**src/hdl/rv_exec_pkg.sv**
```systemverilog
// shared RV64IM types; mulh* and stores are not decoded and the ALU codes follow the 5-bit reference set
`default_nettype none

package rv_exec_pkg;

  localparam int NREGS_DEFAULT = 32;

  // major opcodes
  localparam logic [6:0] OPC_OP        = 7'b0110011;
  localparam logic [6:0] OPC_OP_IMM    = 7'b0010011;
  localparam logic [6:0] OPC_OP_32     = 7'b0111011;
  localparam logic [6:0] OPC_OP_IMM_32 = 7'b0011011;
  localparam logic [6:0] OPC_LUI       = 7'b0110111;
  localparam logic [6:0] OPC_AUIPC     = 7'b0010111;
  localparam logic [6:0] OPC_JAL       = 7'b1101111;
  localparam logic [6:0] OPC_JALR      = 7'b1100111;
  localparam logic [6:0] OPC_BRANCH    = 7'b1100011;
  localparam logic [6:0] OPC_LOAD      = 7'b0000011;
  localparam logic [6:0] OPC_SYSTEM    = 7'b1110011;

  localparam logic [31:0] INST_EBREAK = 32'h0010_0073;

  // operand B select
  localparam logic [1:0] BSEL_RS2  = 2'd0;
  localparam logic [1:0] BSEL_IMM  = 2'd1;
  localparam logic [1:0] BSEL_FOUR = 2'd2;

  typedef enum logic [4:0] {
    ALU_ADD  = 5'b00000,
    ALU_SLL  = 5'b00001,
    ALU_SLT  = 5'b00010,
    ALU_COPY = 5'b00011,
    ALU_XOR  = 5'b00100,
    ALU_SRL  = 5'b00101,
    ALU_OR   = 5'b00110,
    ALU_AND  = 5'b00111,
    ALU_SUB  = 5'b01000,
    ALU_SLTU = 5'b01010,
    ALU_SRA  = 5'b01101,
    ALU_REMU = 5'b11001,
    ALU_DIVU = 5'b11010,
    ALU_DIV  = 5'b11011,
    ALU_MUL  = 5'b11100,
    ALU_REM  = 5'b11101
  } alu_op_e;

  // signed or unsigned compare comes from the alu op
  typedef enum logic [2:0] {
    BR_NONE = 3'b000,
    BR_JAL  = 3'b001,
    BR_JALR = 3'b010,
    BR_EQ   = 3'b100,
    BR_NE   = 3'b101,
    BR_LT   = 3'b110,
    BR_GE   = 3'b111
  } branch_e;

  typedef enum logic [2:0] {
    MEM_LB  = 3'b000,
    MEM_LBU = 3'b001,
    MEM_LH  = 3'b010,
    MEM_LHU = 3'b011,
    MEM_LW  = 3'b100,
    MEM_LWU = 3'b101,
    MEM_LD  = 3'b110
  } mem_op_e;

  typedef struct packed {
    alu_op_e    alu_op;
    logic       a_is_pc;
    logic [1:0] b_sel;
    logic       word_cut;
    branch_e    branch;
    mem_op_e    mem_op;
    logic       mem_to_reg;
    logic       reg_write;
    logic [4:0] rd;
    logic [4:0] rs1;
    logic [4:0] rs2;
    logic       is_ebreak;
    logic       is_illegal;
  } ctrl_t;

  typedef struct packed {
    logic [63:0] alu_result;
    logic [63:0] next_pc;
    logic        branch_taken;
    logic [63:0] link;
  } exec_res_t;

endpackage

`default_nettype wire

```
**src/hdl/inst_decoder.sv**
```systemverilog
// RV64IM decode only; stores, fence, ecall, csr ops and mulh* come out as illegal
`timescale 1ns/1ps
`default_nettype none

module inst_decoder import rv_exec_pkg::*; (
  input  logic [31:0] i_inst,
  output ctrl_t       o_ctrl,
  output logic [63:0] o_imm
);

  logic [6:0]  opcode;
  logic [2:0]  f3;
  logic [6:0]  f7;
  logic        is_w;
  logic        shift_ok;
  logic        w_f3_ok;
  logic [63:0] imm_i;
  logic [63:0] imm_u;
  logic [63:0] imm_j;
  logic [63:0] imm_b;

  assign opcode = i_inst[6:0];
  assign f3     = i_inst[14:12];
  assign f7     = i_inst[31:25];
  // OP-32 and OP-IMM-32 differ from their 64-bit forms in bit 3
  assign is_w   = opcode[3];

  assign imm_i = {{52{i_inst[31]}}, i_inst[31:20]};
  assign imm_u = {{32{i_inst[31]}}, i_inst[31:12], 12'd0};
  assign imm_j = {{44{i_inst[31]}}, i_inst[19:12], i_inst[20], i_inst[30:21], 1'b0};
  assign imm_b = {{52{i_inst[31]}}, i_inst[7], i_inst[30:25], i_inst[11:8], 1'b0};

  // shamt field upper bits must be clear, bit 30 only for right shifts
  assign shift_ok = !i_inst[31] && (i_inst[29:26] == 4'd0) && (f3 == 3'b101 || !i_inst[30])
                    && (!is_w || !i_inst[25]);
  assign w_f3_ok  = (f3 == 3'b000) || (f3 == 3'b001) || (f3 == 3'b101);

  function automatic alu_op_e base_op(input logic [2:0] fn, input logic alt);
    case (fn)
      3'b000:  base_op = alt ? ALU_SUB : ALU_ADD;
      3'b001:  base_op = ALU_SLL;
      3'b010:  base_op = ALU_SLT;
      3'b011:  base_op = ALU_SLTU;
      3'b100:  base_op = ALU_XOR;
      3'b101:  base_op = alt ? ALU_SRA : ALU_SRL;
      3'b110:  base_op = ALU_OR;
      default: base_op = ALU_AND;
    endcase
  endfunction

  always_comb begin
    o_ctrl         = '0;
    o_ctrl.alu_op  = ALU_ADD;
    o_ctrl.b_sel   = BSEL_RS2;
    o_ctrl.branch  = BR_NONE;
    o_ctrl.mem_op  = MEM_LD;
    o_ctrl.rd      = i_inst[11:7];
    o_ctrl.rs1     = i_inst[19:15];
    o_ctrl.rs2     = i_inst[24:20];
    o_imm          = imm_i;
    case (opcode)
      OPC_OP, OPC_OP_32: begin
        o_ctrl.reg_write = 1'b1;
        o_ctrl.word_cut  = is_w;
        if (f7 == 7'b0000001) begin
          case (f3)
            3'b000:  o_ctrl.alu_op = ALU_MUL;
            3'b100:  o_ctrl.alu_op = ALU_DIV;
            3'b101:  o_ctrl.alu_op = ALU_DIVU;
            3'b110:  o_ctrl.alu_op = ALU_REM;
            3'b111:  o_ctrl.alu_op = ALU_REMU;
            default: o_ctrl.is_illegal = 1'b1;
          endcase
          if (is_w && f3 != 3'b000 && !f3[2]) o_ctrl.is_illegal = 1'b1;
        end else if (f7 == 7'b0000000 || (f7 == 7'b0100000 && (f3 == 3'b000 || f3 == 3'b101))) begin
          o_ctrl.alu_op = base_op(f3, f7[5]);
          if (is_w && !w_f3_ok) o_ctrl.is_illegal = 1'b1;
        end else begin
          o_ctrl.is_illegal = 1'b1;
        end
      end
      OPC_OP_IMM, OPC_OP_IMM_32: begin
        o_ctrl.reg_write = 1'b1;
        o_ctrl.word_cut  = is_w;
        o_ctrl.b_sel     = BSEL_IMM;
        o_ctrl.alu_op    = base_op(f3, (f3 == 3'b101) && i_inst[30]);
        if ((f3 == 3'b001 || f3 == 3'b101) && !shift_ok) o_ctrl.is_illegal = 1'b1;
        if (is_w && !w_f3_ok) o_ctrl.is_illegal = 1'b1;
      end
      OPC_LUI: begin
        o_ctrl.reg_write = 1'b1;
        o_ctrl.alu_op    = ALU_COPY;
        o_ctrl.b_sel     = BSEL_IMM;
        o_imm            = imm_u;
      end
      OPC_AUIPC: begin
        o_ctrl.reg_write = 1'b1;
        o_ctrl.a_is_pc   = 1'b1;
        o_ctrl.b_sel     = BSEL_IMM;
        o_imm            = imm_u;
      end
      OPC_JAL, OPC_JALR: begin
        // link value pc + 4 goes through the ALU
        o_ctrl.reg_write = 1'b1;
        o_ctrl.a_is_pc   = 1'b1;
        o_ctrl.b_sel     = BSEL_FOUR;
        o_ctrl.branch    = opcode[3] ? BR_JAL : BR_JALR;
        o_imm            = opcode[3] ? imm_j : imm_i;
        if (!opcode[3] && f3 != 3'b000) o_ctrl.is_illegal = 1'b1;
      end
      OPC_BRANCH: begin
        o_imm         = imm_b;
        o_ctrl.alu_op = !f3[2] ? ALU_SUB : (f3[1] ? ALU_SLTU : ALU_SLT);
        case (f3)
          3'b000:         o_ctrl.branch = BR_EQ;
          3'b001:         o_ctrl.branch = BR_NE;
          3'b100, 3'b110: o_ctrl.branch = BR_LT;
          3'b101, 3'b111: o_ctrl.branch = BR_GE;
          default:        o_ctrl.is_illegal = 1'b1;
        endcase
      end
      OPC_LOAD: begin
        o_ctrl.reg_write  = 1'b1;
        o_ctrl.mem_to_reg = 1'b1;
        o_ctrl.b_sel      = BSEL_IMM;
        case (f3)
          3'b000:  o_ctrl.mem_op = MEM_LB;
          3'b001:  o_ctrl.mem_op = MEM_LH;
          3'b010:  o_ctrl.mem_op = MEM_LW;
          3'b011:  o_ctrl.mem_op = MEM_LD;
          3'b100:  o_ctrl.mem_op = MEM_LBU;
          3'b101:  o_ctrl.mem_op = MEM_LHU;
          3'b110:  o_ctrl.mem_op = MEM_LWU;
          default: o_ctrl.is_illegal = 1'b1;
        endcase
      end
      OPC_SYSTEM: begin
        if (i_inst == INST_EBREAK) o_ctrl.is_ebreak = 1'b1;
        else o_ctrl.is_illegal = 1'b1;
      end
      default: o_ctrl.is_illegal = 1'b1;
    endcase
    if (o_ctrl.is_illegal) o_ctrl.reg_write = 1'b0;
  end

endmodule

`default_nettype wire

```
**config.mk**
```make
export PLATFORM = sky130hd
export DESIGN_NAME = inst_decoder
export DESIGN_NICKNAME = d
export VERILOG_FILES = /design/src/hdl/rv_exec_pkg.sv /design/src/hdl/inst_decoder.sv
export SDC_FILE = /design/constraint.sdc
export NUM_CORES = 1
export LEC_CHECK = 0
export BUFFER_PORTS_ARGS = -buffer_cell sky130_fd_sc_hd__buf_2
export CAP_MARGIN = 20
export CORE_ASPECT_RATIO = 1.1
export CORE_MARGIN = 8
export CORE_UTILIZATION = 33
export DETAILED_ROUTE_END_ITERATION = 10
export GPL_ROUTABILITY_DRIVEN = 0
export PLACE_DENSITY = 0.76
export SLEW_MARGIN = 15
export SYNTH_ARGS = -nofsm -noshare
export SYNTH_HDL_FRONTEND = slang
export SYNTH_SLANG_ARGS = --single-unit
```
**constraint.sdc**
```tcl
create_clock -name vclk -period 4.36
set_input_delay 0.872 -clock vclk [all_inputs]
set_output_delay 0.872 -clock vclk [all_outputs]
set_load 0.005 [all_outputs]
```
==> flow_summary.yaml, run 1 <==
power:
  peakVddDrop_uv: 28.0
  power_density_mw_per_mm2: 78.3
  power_leakage_nw: 0.940
critical_path:
  cp_max_fo: 10
  cp-end-kind: "output pin"
  crit_chain: "buf_2 -> nand3b_1 -> nor3_2 -> nor2_1 -> nand2_1 -> o21ai_0 -> buf_2"
  arrival_ns: 2.38
  worstSetupPathType: "input pin to output pin"
  startpoint_type: "input pin"
  cp_top_family: "simple AND/OR/NAND/NOR gates"
  cp_slowest_cell: "nor3_2"
  crit_cells: 7
  worst-path-buf-inv: 2
  cp.required_ns: 3.49
  cp_common_cell: "buf_2"
  critPathMaxStageDelay_ns: 0.45
finish:
  area_growth_pct: 20.1
  fin_nets: 337
  clockBufferCount: 0
  seqCellArea_um2: 0
  seq_cells: 0
  final_util_pct: 40.6
  antenna_cells: 0
  fillers: 468
  final_layout_size_suffix_gt1_share_pct: 47.2
place:
  portBuffers: 130
  hpwl_um: 4470
global_route:
  grt_antenna_before_repair: 0
  grt_pass1_vias: 1707
  grt_start_max_net_pins: 40
  grt_overflow: 0
  grt_usage_pct: 14.4
  grt_pass1_wl_um: 8380
route:
  drc: 0
  detail_route.iter0.violations: 63
  vias: 1808
  routed_wl_um: 5410
  ant_nets: 0
  drt_pass1_iterations: 4
  post_drt_wl_per_cell_um: 15.2
  viasPerCell: 5.06
die:
  rows: 25
  core_area_mm2: 0.00425
  die_h_um: 85.2
  ios: 130
  die_width_um: 78.9
  dieArea_mm2: 0.00672
  initial_core_util_pct: 33.8
yosys:
  synth_nets: 270
  synth_area_mm2: 0.00144
  avgSynthCellArea_um2: 6.04
  synth.yosys.seq_area_share_pct: 0
  syn_inst: 238
  ys_warn_count: 0
  synthDistinctLibCells: 45
  yosysTopAreaCell: "buf_4"
  synth_top_area_share_pct: 25.1
  synth.area.top_cells: "buf_4 (25%), nand2_1 (11%), nor2b_1 (6.5%)"
timing:
  period_needed_ns: 3.25
  relSlewSlack_pct: 68.2
  finalSetupTns_ns: 0
  rsz0062_at_grt: "no"
  max_freq_mhz: 308
  maxSlewViolCount: 0
  tightest_slew_ns: 0.477
  post-route-period-util_pct: 74.5
  setup_viol: 0
  holdWs_ns: 1.96
  hold_viol: 0
run:
  max-cap-violations: 0
clock_tree:
  cts_setup_buffers: 0
  hold_buffers: 0
  cts_resized: 0
run_status:
  status: "complete, no violations"
worst_hold_path:
  worstHoldPathCells: 2
  hold_path.class: "input pin to output pin"
==> metal layers <==
layer	wire, um	vias to the layer above	track usage [%]
met5	0	-	0
met4	65	0	2.02
met3	504	6	3.07
met2	2620	91	25.6
met1	2220	802	17.5
li1	-	909	-
==> cell type report <==
type / count / area [um^2] / share of cell area (%)
Inverter: 4 / 15.0 / 0.870
Multi-Input combinational cell: 167 / 977 / 56.6
Tap cell: 54 / 67.6 / 3.92
Timing Repair Buffer: 132 / 666 / 38.6
==> cell families (layout without fill, tap and decap cells) <==
family	count (synthesis)	in the layout	share of synthesized area (%)
compound gates	49	49	22.5
simple gates	115	115	43.0
mux	3	3	2.18
buf+inv	71	136	32.3
==> metrics by stage <==
| stage | power (mW) | setup slack (ns) | area, um^2 | cells |
|---|---|---|---|---|
| 2_1_floorplan | 0.0929 | 1.40 | 1440 | 238 |
| 3_3_place_gp | 0.134 | 1.11 | 1730 | 357 |
| 3_5_place_dp | 0.136 | 1.11 | 1730 | 357 |
| 4_1_cts | 0.137 | 1.10 | 1730 | 357 |
| 5_1_grt | 0.151 | 0.876 | 1730 | 357 |
| 6_report | 0.135 | 1.11 | 1730 | 357 |
==> path summary, 6_finish.rpt <==
path / from / end / slack, ns
setup / recovery: i_inst[4] / o_imm[12] / 1.11
hold / removal: i_inst[7] / o_ctrl[12] / 1.96
==> cells in the final DEF (no fill, tap or decap), drive strengths merged, types with 2 or more instances in the layout <==
master	Yosys	routed
and3	6	6
buf	57	132
a31oi	2	2
a22o	4	4
nand3	8	8
o311ai	2	2
nand2b	5	5
a22oi	3	3
and2	2	2
nor3b	3	3
a32oi	2	2
nand2	41	41
o21ai	16	16
a21oi	9	9
or4	2	2
nor2	13	13
a21boi	2	2
inv	4	4
nor2b	15	15
nor3	5	5
nand4	2	2
nor4	5	5
mux2i	2	2
nand3b	3	3
==> power breakdown <==
part / leakage (nW) / switching, mW / internal, mW
logic: 0.940 / 0.0763 / 0.0588
clock network: 0 / 0 / 0
registers: 0 / 0 / 0
total: 0.940 / 0.0763 / 0.0588
==> Yosys cell counts (all sizes together) (2+ instances only) <==
| library cell | n |
|---|---|
| buf | 57 |
| a31oi | 2 |
| nor2 | 13 |
| a32oi | 2 |
| o311ai | 2 |
| a21oi | 9 |
| inv | 4 |
| or4 | 2 |
| nand4 | 2 |
| nand3b | 3 |
| nand3 | 8 |
| nor4 | 5 |
| a21boi | 2 |
| nor3 | 5 |
| o21ai | 16 |
| nor2b | 15 |
| nor3b | 3 |
| and2 | 2 |
| nand2b | 5 |
| nand2 | 41 |
| mux2i | 2 |
| clkbuf | 10 |
| a22oi | 3 |
| a22o | 4 |
| and3 | 6 |
Note: power is estimated with default switching activity, not from simulation.
==> run 2, diff against run 1 <==
clock period = 3.15 ns   (was 4.36 ns; I/O delays follow)
==> flow_summary.yaml, run 2 (synthesis gave the netlist of run 1 again) <==
run_status:
  status: "complete, no violations"
power:
  power_uw: 188
  p_switching_uw: 106
  switching_share_pct: 56.1
  pwr-share-seq_pct: 0
  peakVddDrop_uv: 47.0
  power_leakage_nw: 0.956
  p_int_uw: 82.5
  clockPowerShare_pct: 0
  power_density_mw_per_mm2: 108
  comb_power_share_pct: 100.0
global_route:
  grt_antenna_before_repair: 0
  grt_start_max_net_pins: 40
  grt_usage_pct: 14.4
  grt_pass1_vias: 1741
  grt_pass1_wl_um: 8470
  grt_overflow: 0
timing:
  maxSlewViolCount: 0
  layout_setup_ws_ns: 0.379
  tightest_slew_ns: 0.463
  rsz0062_at_grt: "no"
  setup_viol: 0
  finalSetupTns_ns: 0
  max_freq_mhz: 361
  period_needed_ns: 2.77
  relSlewSlack_pct: 69.1
  hold_viol: 0
  post-route-period-util_pct: 88.0
  holdWs_ns: 1.46
die:
  die_h_um: 85.2
  dieArea_mm2: 0.00672
  initial_core_util_pct: 33.8
  rows: 25
  ios: 130
  core_area_mm2: 0.00425
  die_width_um: 78.9
clock_tree:
  cts_setup_buffers: 0
  hold_buffers: 0
  cts_resized: 0
route:
  drc: 0
  routed_wl_um: 5380
  viasPerCell: 5.07
  post_drt_wl_per_cell_um: 14.9
  drt_pass1_iterations: 4
  detail_route.iter0.violations: 68
  vias: 1826
  ant_nets: 0
place:
  placed_area_mm2: 0.00175
  dp_slack_ns: 0.382
  hpwl_um: 4470
  portBuffers: 130
critical_path:
  cp_slowest_cell: "or4_4"
  arrival_ns: 2.14
  cp_max_fo: 3
  cp-end-kind: "output pin"
  worstSetupPathType: "input pin to output pin"
  cp_top_family: "simple AND/OR/NAND/NOR gates"
  cp.required_ns: 2.52
  worst-path-buf-inv: 2
  startpoint_type: "input pin"
  critPathMaxStageDelay_ns: 0.56
  crit_chain: "buf_2 -> or4_4 -> or4_4 -> nand2b_2 -> nand3_2 -> buf_2"
finish:
  clockBufferCount: 0
  fillers: 489
  final_layout_size_suffix_gt1_share_pct: 47.7
  area_growth_pct: 21.7
  antenna_cells: 0
  layout_common_cells: "buf_2 (130), nand2_1 (41), o21ai_0 (16)"
  seqCellArea_um2: 0
  fin_nets: 340
  final_common_cell: "buf_2"
  final_cell_area_mm2: 0.00175
  seq_cells: 0
run:
  max-cap-violations: 0
worst_hold_path:
  hold_path.class: "input pin to output pin"
-- run 2: cell count changes in the layout (fill, tap and decap cells not counted) --
cell	previous run	this run
buf_4	2	5
-- run 2: routing by layer --
| layer | GRT usage (%) | routed length, um |
|---|---|---|
| met4 | 2.36 | 51 |
| met2 | 25.7 | 2650 |
| met5 | 0 | 0 |
| met3 | 2.64 | 486 |
| met1 | 17.5 | 2190 |
-- run 2: power by group through the flow --
stage | Combinational (mW) | Clock (mW) | Sequential [mW]
2_1_floorplan | 0.129 | 0 | 0
3_3_place_gp | 0.187 | 0 | 0
3_5_place_dp | 0.190 | 0 | 0
4_1_cts | 0.190 | 0 | 0
5_1_grt | 0.210 | 0 | 0
6_report | 0.188 | 0 | 0
-- run 2: metrics by stage --
step,instances,util [%]
global placement,360,41.1
floorplan,238,-
finish,360,41.1
CTS,360,41.1
detailed placement,360,41.1
global route,360,41.1
-- run 2: final timing paths --
| check | start | to | slack, ns | cells after the start |
|---|---|---|---|---|
| worst max-delay path | i_inst[26] | o_ctrl[0] | 0.38 | 6 |
| worst min-delay path | i_inst[17] | o_ctrl[9] | 1.46 | 2 |
-- run 2: area by class of cell --
type / instances / area (um^2) / area share (%)
Inverter: 4 / 15.0 / 0.859
Timing Repair Buffer: 135 / 688 / 39.4
Tap cell: 54 / 67.6 / 3.87
Multi-Input combinational cell: 167 / 977 / 55.9
