`src/hdl/rv_exec_pkg.sv`:
```
// shared RV64IM types; mulh* and stores are not decoded and the ALU codes follow the 5-bit reference set
`default_nettype none

package rv_exec_pkg;

  localparam int NREGS_DEFAULT = 32;

  // major opcodes
  localparam logic [6:0] OPC_OP        = 7'b0110011;
  localparam logic [6:0] OPC_OP_IMM    = 7'b0010011;
  localparam logic [6:0] OPC_OP_32     = 7'b0111011;
  localparam logic [6:0] OPC_OP_IMM_32 = 7'b0011011;
  localparam logic [6:0] OPC_LUI       = 7'b0110111;
  localparam logic [6:0] OPC_AUIPC     = 7'b0010111;
  localparam logic [6:0] OPC_JAL       = 7'b1101111;
  localparam logic [6:0] OPC_JALR      = 7'b1100111;
  localparam logic [6:0] OPC_BRANCH    = 7'b1100011;
  localparam logic [6:0] OPC_LOAD      = 7'b0000011;
  localparam logic [6:0] OPC_SYSTEM    = 7'b1110011;

  localparam logic [31:0] INST_EBREAK = 32'h0010_0073;

  // operand B select
  localparam logic [1:0] BSEL_RS2  = 2'd0;
  localparam logic [1:0] BSEL_IMM  = 2'd1;
  localparam logic [1:0] BSEL_FOUR = 2'd2;

  typedef enum logic [4:0] {
    ALU_ADD  = 5'b00000,
    ALU_SLL  = 5'b00001,
    ALU_SLT  = 5'b00010,
    ALU_COPY = 5'b00011,
    ALU_XOR  = 5'b00100,
    ALU_SRL  = 5'b00101,
    ALU_OR   = 5'b00110,
    ALU_AND  = 5'b00111,
    ALU_SUB  = 5'b01000,
    ALU_SLTU = 5'b01010,
    ALU_SRA  = 5'b01101,
    ALU_REMU = 5'b11001,
    ALU_DIVU = 5'b11010,
    ALU_DIV  = 5'b11011,
    ALU_MUL  = 5'b11100,
    ALU_REM  = 5'b11101
  } alu_op_e;

  // signed or unsigned compare comes from the alu op
  typedef enum logic [2:0] {
    BR_NONE = 3'b000,
    BR_JAL  = 3'b001,
    BR_JALR = 3'b010,
    BR_EQ   = 3'b100,
    BR_NE   = 3'b101,
    BR_LT   = 3'b110,
    BR_GE   = 3'b111
  } branch_e;

  typedef enum logic [2:0] {
    MEM_LB  = 3'b000,
    MEM_LBU = 3'b001,
    MEM_LH  = 3'b010,
    MEM_LHU = 3'b011,
    MEM_LW  = 3'b100,
    MEM_LWU = 3'b101,
    MEM_LD  = 3'b110
  } mem_op_e;

  typedef struct packed {
    alu_op_e    alu_op;
    logic       a_is_pc;
    logic [1:0] b_sel;
    logic       word_cut;
    branch_e    branch;
    mem_op_e    mem_op;
    logic       mem_to_reg;
    logic       reg_write;
    logic [4:0] rd;
    logic [4:0] rs1;
    logic [4:0] rs2;
    logic       is_ebreak;
    logic       is_illegal;
  } ctrl_t;

  typedef struct packed {
    logic [63:0] alu_result;
    logic [63:0] next_pc;
    logic        branch_taken;
    logic [63:0] link;
  } exec_res_t;

endpackage

`default_nettype wire

```
`src/hdl/writeback_unit.sv`:
```
// one-cycle write-back stage; halt and illegal stay set until reset but do not stop later instructions
`timescale 1ns/1ps
`default_nettype none

module writeback_unit import rv_exec_pkg::*; (
  input  logic        i_clk,
  input  logic        i_arst_n,
  input  logic        i_valid,
  input  ctrl_t       i_ctrl,
  input  exec_res_t   i_res,
  input  logic [63:0] i_rdata,
  output logic        o_rf_we,
  output logic [4:0]  o_rf_idx,
  output logic [63:0] o_rf_data,
  output logic        o_valid,
  output logic [4:0]  o_rd,
  output logic        o_wb_en,
  output logic [63:0] o_wb_data,
  output logic [63:0] o_next_pc,
  output logic        o_halt,
  output logic        o_illegal
);

  logic [63:0] load_data;

  always_comb begin
    case (i_ctrl.mem_op)
      MEM_LB:  load_data = {{56{i_rdata[7]}}, i_rdata[7:0]};
      MEM_LBU: load_data = {56'd0, i_rdata[7:0]};
      MEM_LH:  load_data = {{48{i_rdata[15]}}, i_rdata[15:0]};
      MEM_LHU: load_data = {48'd0, i_rdata[15:0]};
      MEM_LW:  load_data = {{32{i_rdata[31]}}, i_rdata[31:0]};
      MEM_LWU: load_data = {32'd0, i_rdata[31:0]};
      default: load_data = i_rdata;
    endcase
  end

  assign o_rf_we   = i_valid && i_ctrl.reg_write && !i_ctrl.is_ebreak && !i_ctrl.is_illegal;
  assign o_rf_idx  = i_ctrl.rd;
  assign o_rf_data = i_ctrl.mem_to_reg ? load_data :
                     (i_ctrl.branch == BR_JAL || i_ctrl.branch == BR_JALR) ? i_res.link :
                     i_res.alu_result;

  always_ff @(posedge i_clk or negedge i_arst_n) begin
    if (!i_arst_n) begin
      o_valid   <= 1'b0;
      o_wb_en   <= 1'b0;
      o_halt    <= 1'b0;
      o_illegal <= 1'b0;
    end else begin
      o_valid <= i_valid;
      o_wb_en <= o_rf_we;
      // sticky
      if (i_valid && i_ctrl.is_ebreak) o_halt <= 1'b1;
      if (i_valid && i_ctrl.is_illegal) o_illegal <= 1'b1;
    end
  end

  always_ff @(posedge i_clk) begin
    if (i_valid) begin
      o_rd      <= i_ctrl.rd;
      o_wb_data <= o_rf_data;
      o_next_pc <= i_res.next_pc;
    end
  end

endmodule

`default_nettype wire

```
`config.mk`:
```
export PLATFORM = sky130hd
export DESIGN_NAME = writeback_unit
export DESIGN_NICKNAME = d
export VERILOG_FILES = /design/src/hdl/rv_exec_pkg.sv /design/src/hdl/writeback_unit.sv
export SDC_FILE = /design/constraint.sdc
export NUM_CORES = 1
export LEC_CHECK = 0
export ABC_AREA = 0
export BUFFER_PORTS_ARGS = -buffer_cell sky130_fd_sc_hd__buf_2
export CAP_MARGIN = 0
export CELL_PAD_IN_SITES_DETAIL_PLACEMENT = 1
export CELL_PAD_IN_SITES_GLOBAL_PLACEMENT = 2
export CORE_AREA = 3 3 192 194
export DETAILED_ROUTE_END_ITERATION = 12
export DIE_AREA = 0 0 195 197
export PLACE_DENSITY = 0.71
export SETUP_SLACK_MARGIN = 0.2
export SLEW_MARGIN = 5
export SYNTH_ARGS = -nofsm -noshare
export SYNTH_HDL_FRONTEND = slang
export SYNTH_SLANG_ARGS = --single-unit
```
`constraint.sdc`:
```
create_clock -name i_clk -period 3.3 [get_ports i_clk]
set_clock_uncertainty 0.2 [all_clocks]
set_input_delay 0.66 -clock i_clk [delete_from_list [all_inputs] [get_ports i_clk]]
set_output_delay 0.66 -clock i_clk [all_outputs]
set_load 0.01 [all_outputs]
```
==> summary.txt, run 1 <==
Floorplan
  • I/O pin cnt: roughly 500
  • Core Region: 35400 um^2
  • Die ar.: 38400 um^2
  • DIE HEIGHT: between 150 and 200 um
  • Initial core utilization: between 10% and 20%
  • FP Rows: 69
  • Die width: 195 um

STA
  • Worst setup margin: 278 ps
  • Fin Setup TNS: 0 ps
  • Worst slew pin tran: slightly above 800 ps
  • Slew headroom: 46.1%
  • Final Max Slew Viols: 0
  • Final setup fails: 0
  • RSZ-0062 raised after global routing: no
  • Hold slack: slightly below 200 ps
  • Period utilization: 91.6%
  • Final hold violation count: 0
  • Fmax: roughly 330 MHz
  • Fin crit period: 3020 ps

GRT
  • First-pass GRT wire length: 41900 um
  • Vias in the first global route: 6496
  • Initial antenna violation count: 4
  • GRT overflow: 0
  • Pin count of the biggest net entering global routing: 137
  • All-Layer GR Usage: 14.6%

Place
  • Setup WS pre-CTS: 186 ps
  • Placer Congestion: about 0.77
  • IO Port Bufs: 480
  • Dpl hpwl: 22300 um

Worst setup path
  • Critical Path AT: 2160 ps
  • Flop2flop setup slack: 2450 ps
  • R2r startpoint: o_halt
  • R2r endpoint: o_halt
  • Reg2reg path depth: 1
  • Worst Path Required: 2440 ps
  • CP endpoint kind: output port
  • Crit path max fanout: 25
  • CP Launch Type: primary input
  • CP Class: in -> out

Detailed routing
  • Vias: 6218
  • Vias per cell: 4.44
  • Routed WL per cell: 21.3 um
  • DR iter-0 viols: roughly 260
  • 1st-pass router iterations: 4
  • DRT Wirelength: 29800 um
  • Final ANT Viol Nets: 0
  • DR DRC count: 0

Synthesis
  • Seq/Total Area, Yosys: 67.7%
  • Most frequent cell after synthesis: edfxtp_1
  • Async set or reset register ratio after synthesis: slightly below 3%
  • Mean Syn Cell Area: 13.1 um^2
  • Most used DFF post-synth: edfxtp_1
  • Top post-synthesis cells by area: edfxtp_1 (66%), o21ai_0 (5.1%), a32oi_1 (4.6%)
  • Area leader, netlist: edfxtp_1
  • YS warnings: 0
  • Syn Nets: 757
  • Post-synth top area share: 66.1%
  • Number of synthesized register bits: 137
  • Post-synth EDFFs: roughly 130
  • Synth Instances: between 400 and 500
  • Synth cell count leaders: edfxtp_1 (133), o21ai_0 (62), nand3_1 (56)
  • Mapped Area: 6050 um^2
  • Cell variety after synth: 29

Pwr
  • P per Cell Area: 530 nW/um^2
  • Design Power: 5130 uW
  • P_leak: 0.00408 uW
  • Max rail drop VDD: 349 uV

Run status
  • Run status: finished clean

Worst hold path
  • HP Start: i_res[97]
  • Hold Path End: o_next_pc[32]
  • Hold Crit Class: in -> reg
  • Hold Path Stages: 1

Clocking
  • Maximum root-to-sink buffer count: 2
  • Post-CTS setup buffers: 0
  • CTS tree: built
  • Clock sink count: 137
  • Inserted Clock Buffers: 17
  • Clk_lat worst skew: 430 ps
  • Root buffer cell: clkbuf_16
  • H-tree depth: 4
  • Clk slew on worst S/H paths: approximately 60 ps

Cells and area
  • Nets: about 1200
  • Core Util, Final: 27.3%
  • Share of cells above drive strength 1: 58.2%
  • Area growth syn-to-layout: 59.9%
  • Ant diodes: 0

Flow run
  • Max-Cap Viols: 0
-- registers in the layout (all words and copies together) (netlist names) --
name       cells
o_wb_en        1
o_next_pc     64
o_rd           5
o_wb_data     64
o_illegal      1
o_valid        1
o_halt         1
-- final cells by class --
type	instances	area (um^2)
inverter	2	8.76
tap	461	577
timing repair buffer	502	2680
clock inverter	14	170
fill	4126	25700
multi-input combinational	268	1710
clock buffer	18	429
sequential	137	4090
-- repair_timing --
action / in CTS / in global routing
hold buffers: 1 / 0
pin swaps: 0 / 0
hold endpoints to repair: 4 / 0
resized for setup: 1 / 3
setup endpoints to repair: 3 / 4
-- per-stage QoR --
stage               instances  area [um^2]
finish                   1402         9670
detailed placement       1369         9030
floorplan                 463         6050
global route             1402         9670
CTS                      1402         9640
global placement         1369         9030
-- worst max path at each step --
| stage | startpoint | end | slack (ps) | depth (start not counted) |
|---|---|---|---|---|
| finish | i_ctrl[23] | o_rf_data[40] | 280 | 6 |
| CTS | i_ctrl[23] | o_rf_data[41] | 230 | 6 |
| global placement | i_ctrl[23] | o_rf_data[29] | 190 | 6 |
| floorplan | i_ctrl[21] | o_rf_data[10] | 710 | 5 |
| global route | i_ctrl[23] | o_rf_data[59] | 200 | 6 |
| detailed placement | i_ctrl[23] | o_rf_data[29] | 190 | 6 |
-- placed cells by master (no fill, tap or decap), types with 3 or more instances in the layout --
cell type / n
a21oi_2: 8
a221oi_1: 16
a311o_1: 8
a31oi_1: 23
a32oi_1: 31
and4_1: 8
buf_12: 8
buf_2: 479
buf_4: 12
bufinv_16: 3
clkbuf_16: 17
dfrtp_1: 4
edfxtp_1: 133
inv_6: 4
nand2_1: 33
nand3_1: 56
nor2_1: 8
o21ai_0: 62
-- worst max-delay path: stages --
cell	delay [ps]
buf_2	200
xor2_4	350
buf_12	230
nand3_1	100
a32oi_1	400
buf_2	220
-- power by group --
group	total, uW	internal, uW	switching (uW)	leakage, uW
combinational	986	397	589	0.00245
clock	2010	1190	812	0.000287
sequential	2130	2100	38.9	0.00134
total	5130	3690	1440	0.00408
-- logic make-up after synthesis --
kind of cell / Yosys count / share of synthesized area [%]
AOI/OAI and AO/OA: 155 / 17.8
DFF: 137 / 67.7
and+or+nand+nor: 110 / 9.15
buffers and inverters: 58 / 4.86
xor gates and xnor gates: 2 / 0.290
muxes: 1 / 0.186
-- metal layers --
layer | up-vias | part of all wire [%] | track usage, %
li1 | 2788 | - | -
met1 | 3070 | 39 | 16.7
met2 | 322 | 51 | 25.8
met3 | 34 | 8.4 | 4.77
met4 | 4 | 1.8 | 4.67
met5 | - | 0.084 | 0
(Power assumes the default switching activity.)
==> run 2: changes to the inputs <==
- CORE_AREA: 3 3 192 194 -> 3 3 191 193
- DIE_AREA: 0 0 195 197 -> 0 0 194 196
- clock period: 3.3 -> 2.9 ns (I/O delays scaled with it)
==> run 2 against run 1 <==
Critical path depth up 2. Die area fell by 1.0%. First-iteration DRC count rose by 11%. Largest cell class unchanged. Routed wire length is 11% higher. Worst setup slack worse by 130 ps. Core utilization rose by 3.4 points. Count of clock-buffer cells in the layout unchanged. Global-route usage increased by 1.2 points. Sequential power up 14%. Non-clock buffer count increased by 51. Worst hold slack got worse by 75 ps.
==> summary.txt, run 2 (synthesis gave the netlist of run 1 again) <==
Run status
  • Run status: finished clean

STA
  • Final Max Slew Viols: 0
  • Period utilization: 94.9%
  • RSZ-0062 raised after global routing: yes
  • Slew headroom: 44.6%
  • Worst slew pin tran: a little over 800 ps
  • Fmax: ~360 MHz
  • Final setup fails: 0
  • Fin crit period: roughly 2800 ps
  • Final hold violation count: 0
  • Fin Setup TNS: 0 ps

Place
  • Placer Congestion: 0.815
  • IO Port Bufs: 480
  • DP Cell Count: 1381
  • Dpl hpwl: 23200 um

Detailed routing
  • DR DRC count: 0
  • Vias per cell: 4.48
  • 1st-pass router iterations: 6
  • DR iter-0 viols: 293
  • Vias: 6486
  • Final ANT Viol Nets: 0
  • DRT Wirelength: 33200 um
  • Routed WL per cell: 22.9 um

Clocking
  • Maximum root-to-sink buffer count: 2
  • Root buffer cell: clkbuf_16
  • Clock sink count: 137
  • Inserted Clock Buffers: 17
  • Clk_lat worst skew: 420 ps
  • Clk slew on worst S/H paths: 60 ps
  • CTS tree: built
  • H-tree depth: 4

Worst hold path
  • Hold Path Stages: 1
  • HP Start: i_res[74]
  • Hold Path End: o_next_pc[9]
  • Hold Crit Class: in -> reg

Floorplan
  • Initial core utilization: between 10% and 20%
  • Die ar.: 38000 um^2
  • FP Rows: 68
  • Die width: 194 um
  • I/O pin cnt: ~500
  • DIE HEIGHT: 196 um
  • Core Region: 34700 um^2

Worst setup path
  • CP Class: in -> out
  • CP endpoint kind: output port
  • Crit path max fanout: 8
  • Worst Path Required: 2120 ps
  • CP Launch Type: primary input
  • Reg2reg path depth: 1
  • Flop2flop setup slack: 2050 ps
  • Critical Path AT: 1970 ps
  • R2r startpoint: o_halt
  • R2r endpoint: o_halt

Cells and area
  • Commonest non-fill, non-tap cell in the layout: buf_2
  • Commonest cells after routing, fill and taps aside: buf_2 (467), edfxtp_1 (133), o21ai_0 (59)
  • Share of cells above drive strength 1: between 60% and 70%
  • Top flop regs: o_next_pc (64), o_wb_data (64), o_rd (5)
  • Layout Cells excl Fill: between 1000 and 1500
  • Nets: 1273
  • Area growth syn-to-layout: 76.4%

Pwr
  • Max rail drop VDD: between 400 and 500 uV
  • P per Cell Area: approximately 570 nW/um^2
  • P_leak: about 0.0045 uW
  • Design Power: 6060 uW

GRT
  • GRT overflow: 0
  • Pin count of the biggest net entering global routing: 137
  • Vias in the first global route: 6930
  • All-Layer GR Usage: between 10% and 20%
  • Initial antenna violation count: 2
  • First-pass GRT wire length: around 45000 um

Flow run
  • Max-Cap Viols: 0
==> run 2: cell count changes in the layout (fill, tap and decap cells not counted), moves of 5 or more <==
cell | previous run | this run
a221oi_1 | 16 | 9
a221oi_2 | 0 | 7
a31oi_1 | 23 | 18
a31oi_2 | 1 | 6
a32oi_1 | 31 | 13
a32oi_2 | 1 | 15
buf_12 | 8 | 19
buf_2 | 479 | 467
buf_4 | 12 | 42
buf_6 | 2 | 14
==> run 2: worst max-delay path by stage <==
stage | end | from | slack [ps]
finish | o_rf_data[12] | i_ctrl[23] | 150
global route | o_rf_data[55] | i_ctrl[20] | 100
CTS | o_rf_data[18] | i_ctrl[22] | 120
detailed placement | o_rf_data[24] | i_ctrl[20] | 50
global placement | o_rf_data[24] | i_ctrl[20] | 70
floorplan | o_rf_data[10] | i_ctrl[21] | 470
==> run 2: report_power, final <==
group,switching (uW),internal [uW]
sequential,45.7,2380
combinational,775,637
clock,945,1270
==> run 2: what timing repair did <==
item | 4_1_cts | 5_1_grt
resized for setup | 33 | 50
setup buffers | 6 | 20
hold buffers | 1 | 0
pin swaps | 9 | 28
endpoints found under the setup margin | 54 | 59
hold endpoints to repair | 4 | 0
cloned | 3 | 4
==> run 2: metal layers <==
layer / up-vias / share of wire [%] / routed length (um) / global-route usage [%]
met5: - / 0.036 / 12 / 0
met2: 334 / 53 / 17600 / 29.0
met1: 3215 / 38 / 12700 / 17.5
met3: 35 / 6.7 / 2230 / 4.96
li1: 2900 / - / - / -
met4: 2 / 1.8 / 588 / 4.76
==> run 2: critical path, cell delays in order <==
cell and delay (ps):
buf_12 110, xor2_4 180, buf_12 140, buf_12 120
clkbuf_16 150, and4_1 180, a311o_1 340, buf_2 160
==> run 2: layout make-up <==
cell class / count / area (um^2)
Fill cell: 3996 / 24000
Sequential cell: 137 / 4090
Timing Repair Buffer: 553 / 3420
Multi-Input combinational cell: 268 / 2000
Tap cell: 455 / 569
Clock buffer: 18 / 429
Clock inverter: 13 / 144
Inverter: 2 / 8.76
Antenna cell: 3 / 7.51
==> run 2: per-stage QoR <==
step / area [um^2] / hold WS [ps] / worst slack [ps] / util, %
floorplan: 6050 / 84.4 / 472 / -
global placement: 9200 / 198 / 73.7 / 26.5
detailed placement: 9200 / 204 / 45.2 / 26.5
CTS: 10100 / 86.3 / 119 / 29.2
global route: 10700 / 85.6 / 99.4 / 30.7
finish: 10700 / 123 / 147 / 30.7
==> run 3: changes to the inputs <==
--- a/constraint.sdc
+++ b/constraint.sdc
@@ -4,2 +4,2 @@
 set_output_delay 0.58 -clock i_clk [all_outputs]
-set_load 0.01 [all_outputs]
+set_load 0.1 [all_outputs]
==> run 3 against run 2 <==
Worst setup slack lost 23 ps. Die area is the same. Worst hold slack got worse by 9.0 ps. Cell count is 2.9% higher. Non-clock buffer count up 40. Sequential share of layout area decreased by 6.6 points. Flip-flop and latch count stayed put. Routed wire length increased by 4.2%. Core utilization increased by 6.4 points. Clock power shrank 2%. Combinational power grew to 2.8 times the previous value. Fmax down 0.83%.
==> summary.txt, run 3 (synthesis gave the netlist of run 1 again) <==
Worst setup path
  • CP Launch Type: primary input
  • CP endpoint: o_rf_data[37]
  • Flop2flop setup slack: 2060 ps
  • Crit path max fanout: 6
  • Critical Path AT: 2000 ps
  • Crit path from: i_ctrl[22]
  • Reg2reg path depth: 1
  • Worst Path Required: 2120 ps
  • CP Class: in -> out
  • R2r endpoint: o_halt
  • R2r startpoint: o_halt
  • CP endpoint kind: output port

Floorplan
  • Die width: 194 um
  • FP Rows: 68
  • Die ar.: 38000 um^2
  • I/O pin cnt: ~500
  • Core Region: approximately 35000 um^2
  • DIE HEIGHT: ~200 um
  • Initial core utilization: 17.4%

GRT
  • Initial antenna violation count: 8
  • Pin count of the biggest net entering global routing: 137
  • Vias in the first global route: approximately 7100
  • First-pass GRT wire length: 48100 um
  • All-Layer GR Usage: between 10% and 20%
  • GRT overflow: 0

Clocking
  • Maximum root-to-sink buffer count: 2
  • CTS tree: built
  • Clock sink count: ~140
  • Clk_lat worst skew: 440 ps
  • Root buffer cell: clkbuf_16
  • Inserted Clock Buffers: 17
  • H-tree depth: 4
  • Clk slew on worst S/H paths: roughly 70 ps

Cells and area
  • Top flop regs: o_next_pc (64), o_wb_data (64), o_rd (5)
  • Share of cells above drive strength 1: 72.0%
  • Layout Cells excl Fill: ~1500
  • FILL cells: 3800
  • Nets: 1313
  • Register area: 4090 um^2
  • Commonest non-fill, non-tap cell in the layout: buf_2
  • Area growth syn-to-layout: 113%
  • Multi-input combinational cell area: 2870 um^2
  • Commonest cells after routing, fill and taps aside: buf_2 (409), edfxtp_1 (133), buf_12 (84)

Pwr
  • Design Power: 8500 uW
  • P_leak: 0.00518 uW
  • Max rail drop VDD: 395 uV
  • P per Cell Area: around 660 nW/um^2

STA
  • RSZ-0062 raised after global routing: yes
  • Fmax: between 300 and 400 MHz
  • Final setup fails: 0
  • Final hold violation count: 0
  • Period utilization: 95.7%
  • Hold slack: 114 ps
  • Worst slew pin tran: 837 ps
  • Final Max Slew Viols: 0
  • Fin crit period: between 2000 and 3000 ps
  • Slew headroom: 44.2%

Place
  • Placer Congestion: between 0.7 and 0.8
  • IO Port Bufs: 480
  • DP Cell Count: 1403
  • Dpl hpwl: 24900 um

Worst hold path
  • Hold Crit Class: in -> reg

Run status
  • Run status: finished clean

Detailed routing
  • Final ANT Viol Nets: 0
  • 1st-pass router iterations: 4
  • Routed WL per cell: 23.2 um
  • DR DRC count: 0
  • Vias: 6650
  • DRT Wirelength: 34600 um
  • DR iter-0 viols: 255
  • Vias per cell: around 4.5

Flow run
  • Max-Cap Viols: 0
## run 3: changes by cell type in the layout (fill, tap and decap cells not counted), sizes merged
cell,previous run,this run
buf,549,585
inv,5,11
clkinv,7,3
bufbuf,0,3
bufinv,2,0
clkinvlp,1,3
diode,3,4
## run 3: power by group
group / internal (uW) / switching (uW)
clock network: 1130 / 1040
logic: 1080 / 2820
registers: 2380 / 45.7
## run 3: worst min path at each step
stage                    start            end  slack (ps)  cells after the start
floorplan             i_arst_n         o_halt          80                      0
global placement      i_arst_n         o_halt         190                      1
detailed placement    i_arst_n         o_halt         200                      1
CTS                 i_res[111]  o_next_pc[46]          90                      1
global route        i_res[126]  o_next_pc[61]          90                      1
finish              i_res[123]  o_next_pc[58]         110                      1
## run 3: area by class of cell
type / count / share of cell area, %
Timing Repair Buffer: 593 / 37.1
Clock buffer: 17 / 3.30
Sequential cell: 137 / 31.7
Inverter: 2 / 0.116
Antenna cell: 4 / 0.0776
Clock inverter: 15 / 1.02
Tap cell: 455 / 4.41
Multi-Input combinational cell: 268 / 22.2
## run 3: metal layers
| metal | routed length (um) | global-route usage [%] | part of all wire, % |
|---|---|---|---|
| met1 | 13300 | 19.0 | 38 |
| met5 | 41 | 0 | 0.12 |
| met4 | 719 | 6.25 | 2.1 |
| met3 | 2700 | 5.80 | 7.8 |
| met2 | 17900 | 30.2 | 52 |
## run 3: worst max-delay path: stages
cell       delay (ps)
buf_12            120
xnor2_4           160
bufbuf_16         290
o21ai_0           400
a32oi_4           230
buf_12            220
## run 3: per-stage QoR
stage	setup TNS, ps	area, um^2	util, %	setup WS, ps
2_1_floorplan	-2360	6980	-	-187
3_3_place_gp	-19.2	11200	32.1	-12.3
3_5_place_dp	-14.9	11200	32.1	-11.3
4_1_cts	0	12400	35.6	128
5_1_grt	0	12900	37.2	71.6
6_report	0	12900	37.2	124
## run 3: repair_timing
action                                  in CTS  in global routing
endpoints found under the setup margin      63                 62
cloned                                       4                  5
buffers inserted                            23                 19
pin swaps                                   37                 51
resized for setup                           80                 74
hold endpoints to repair                     4                  0
hold buffers                                 1                  0
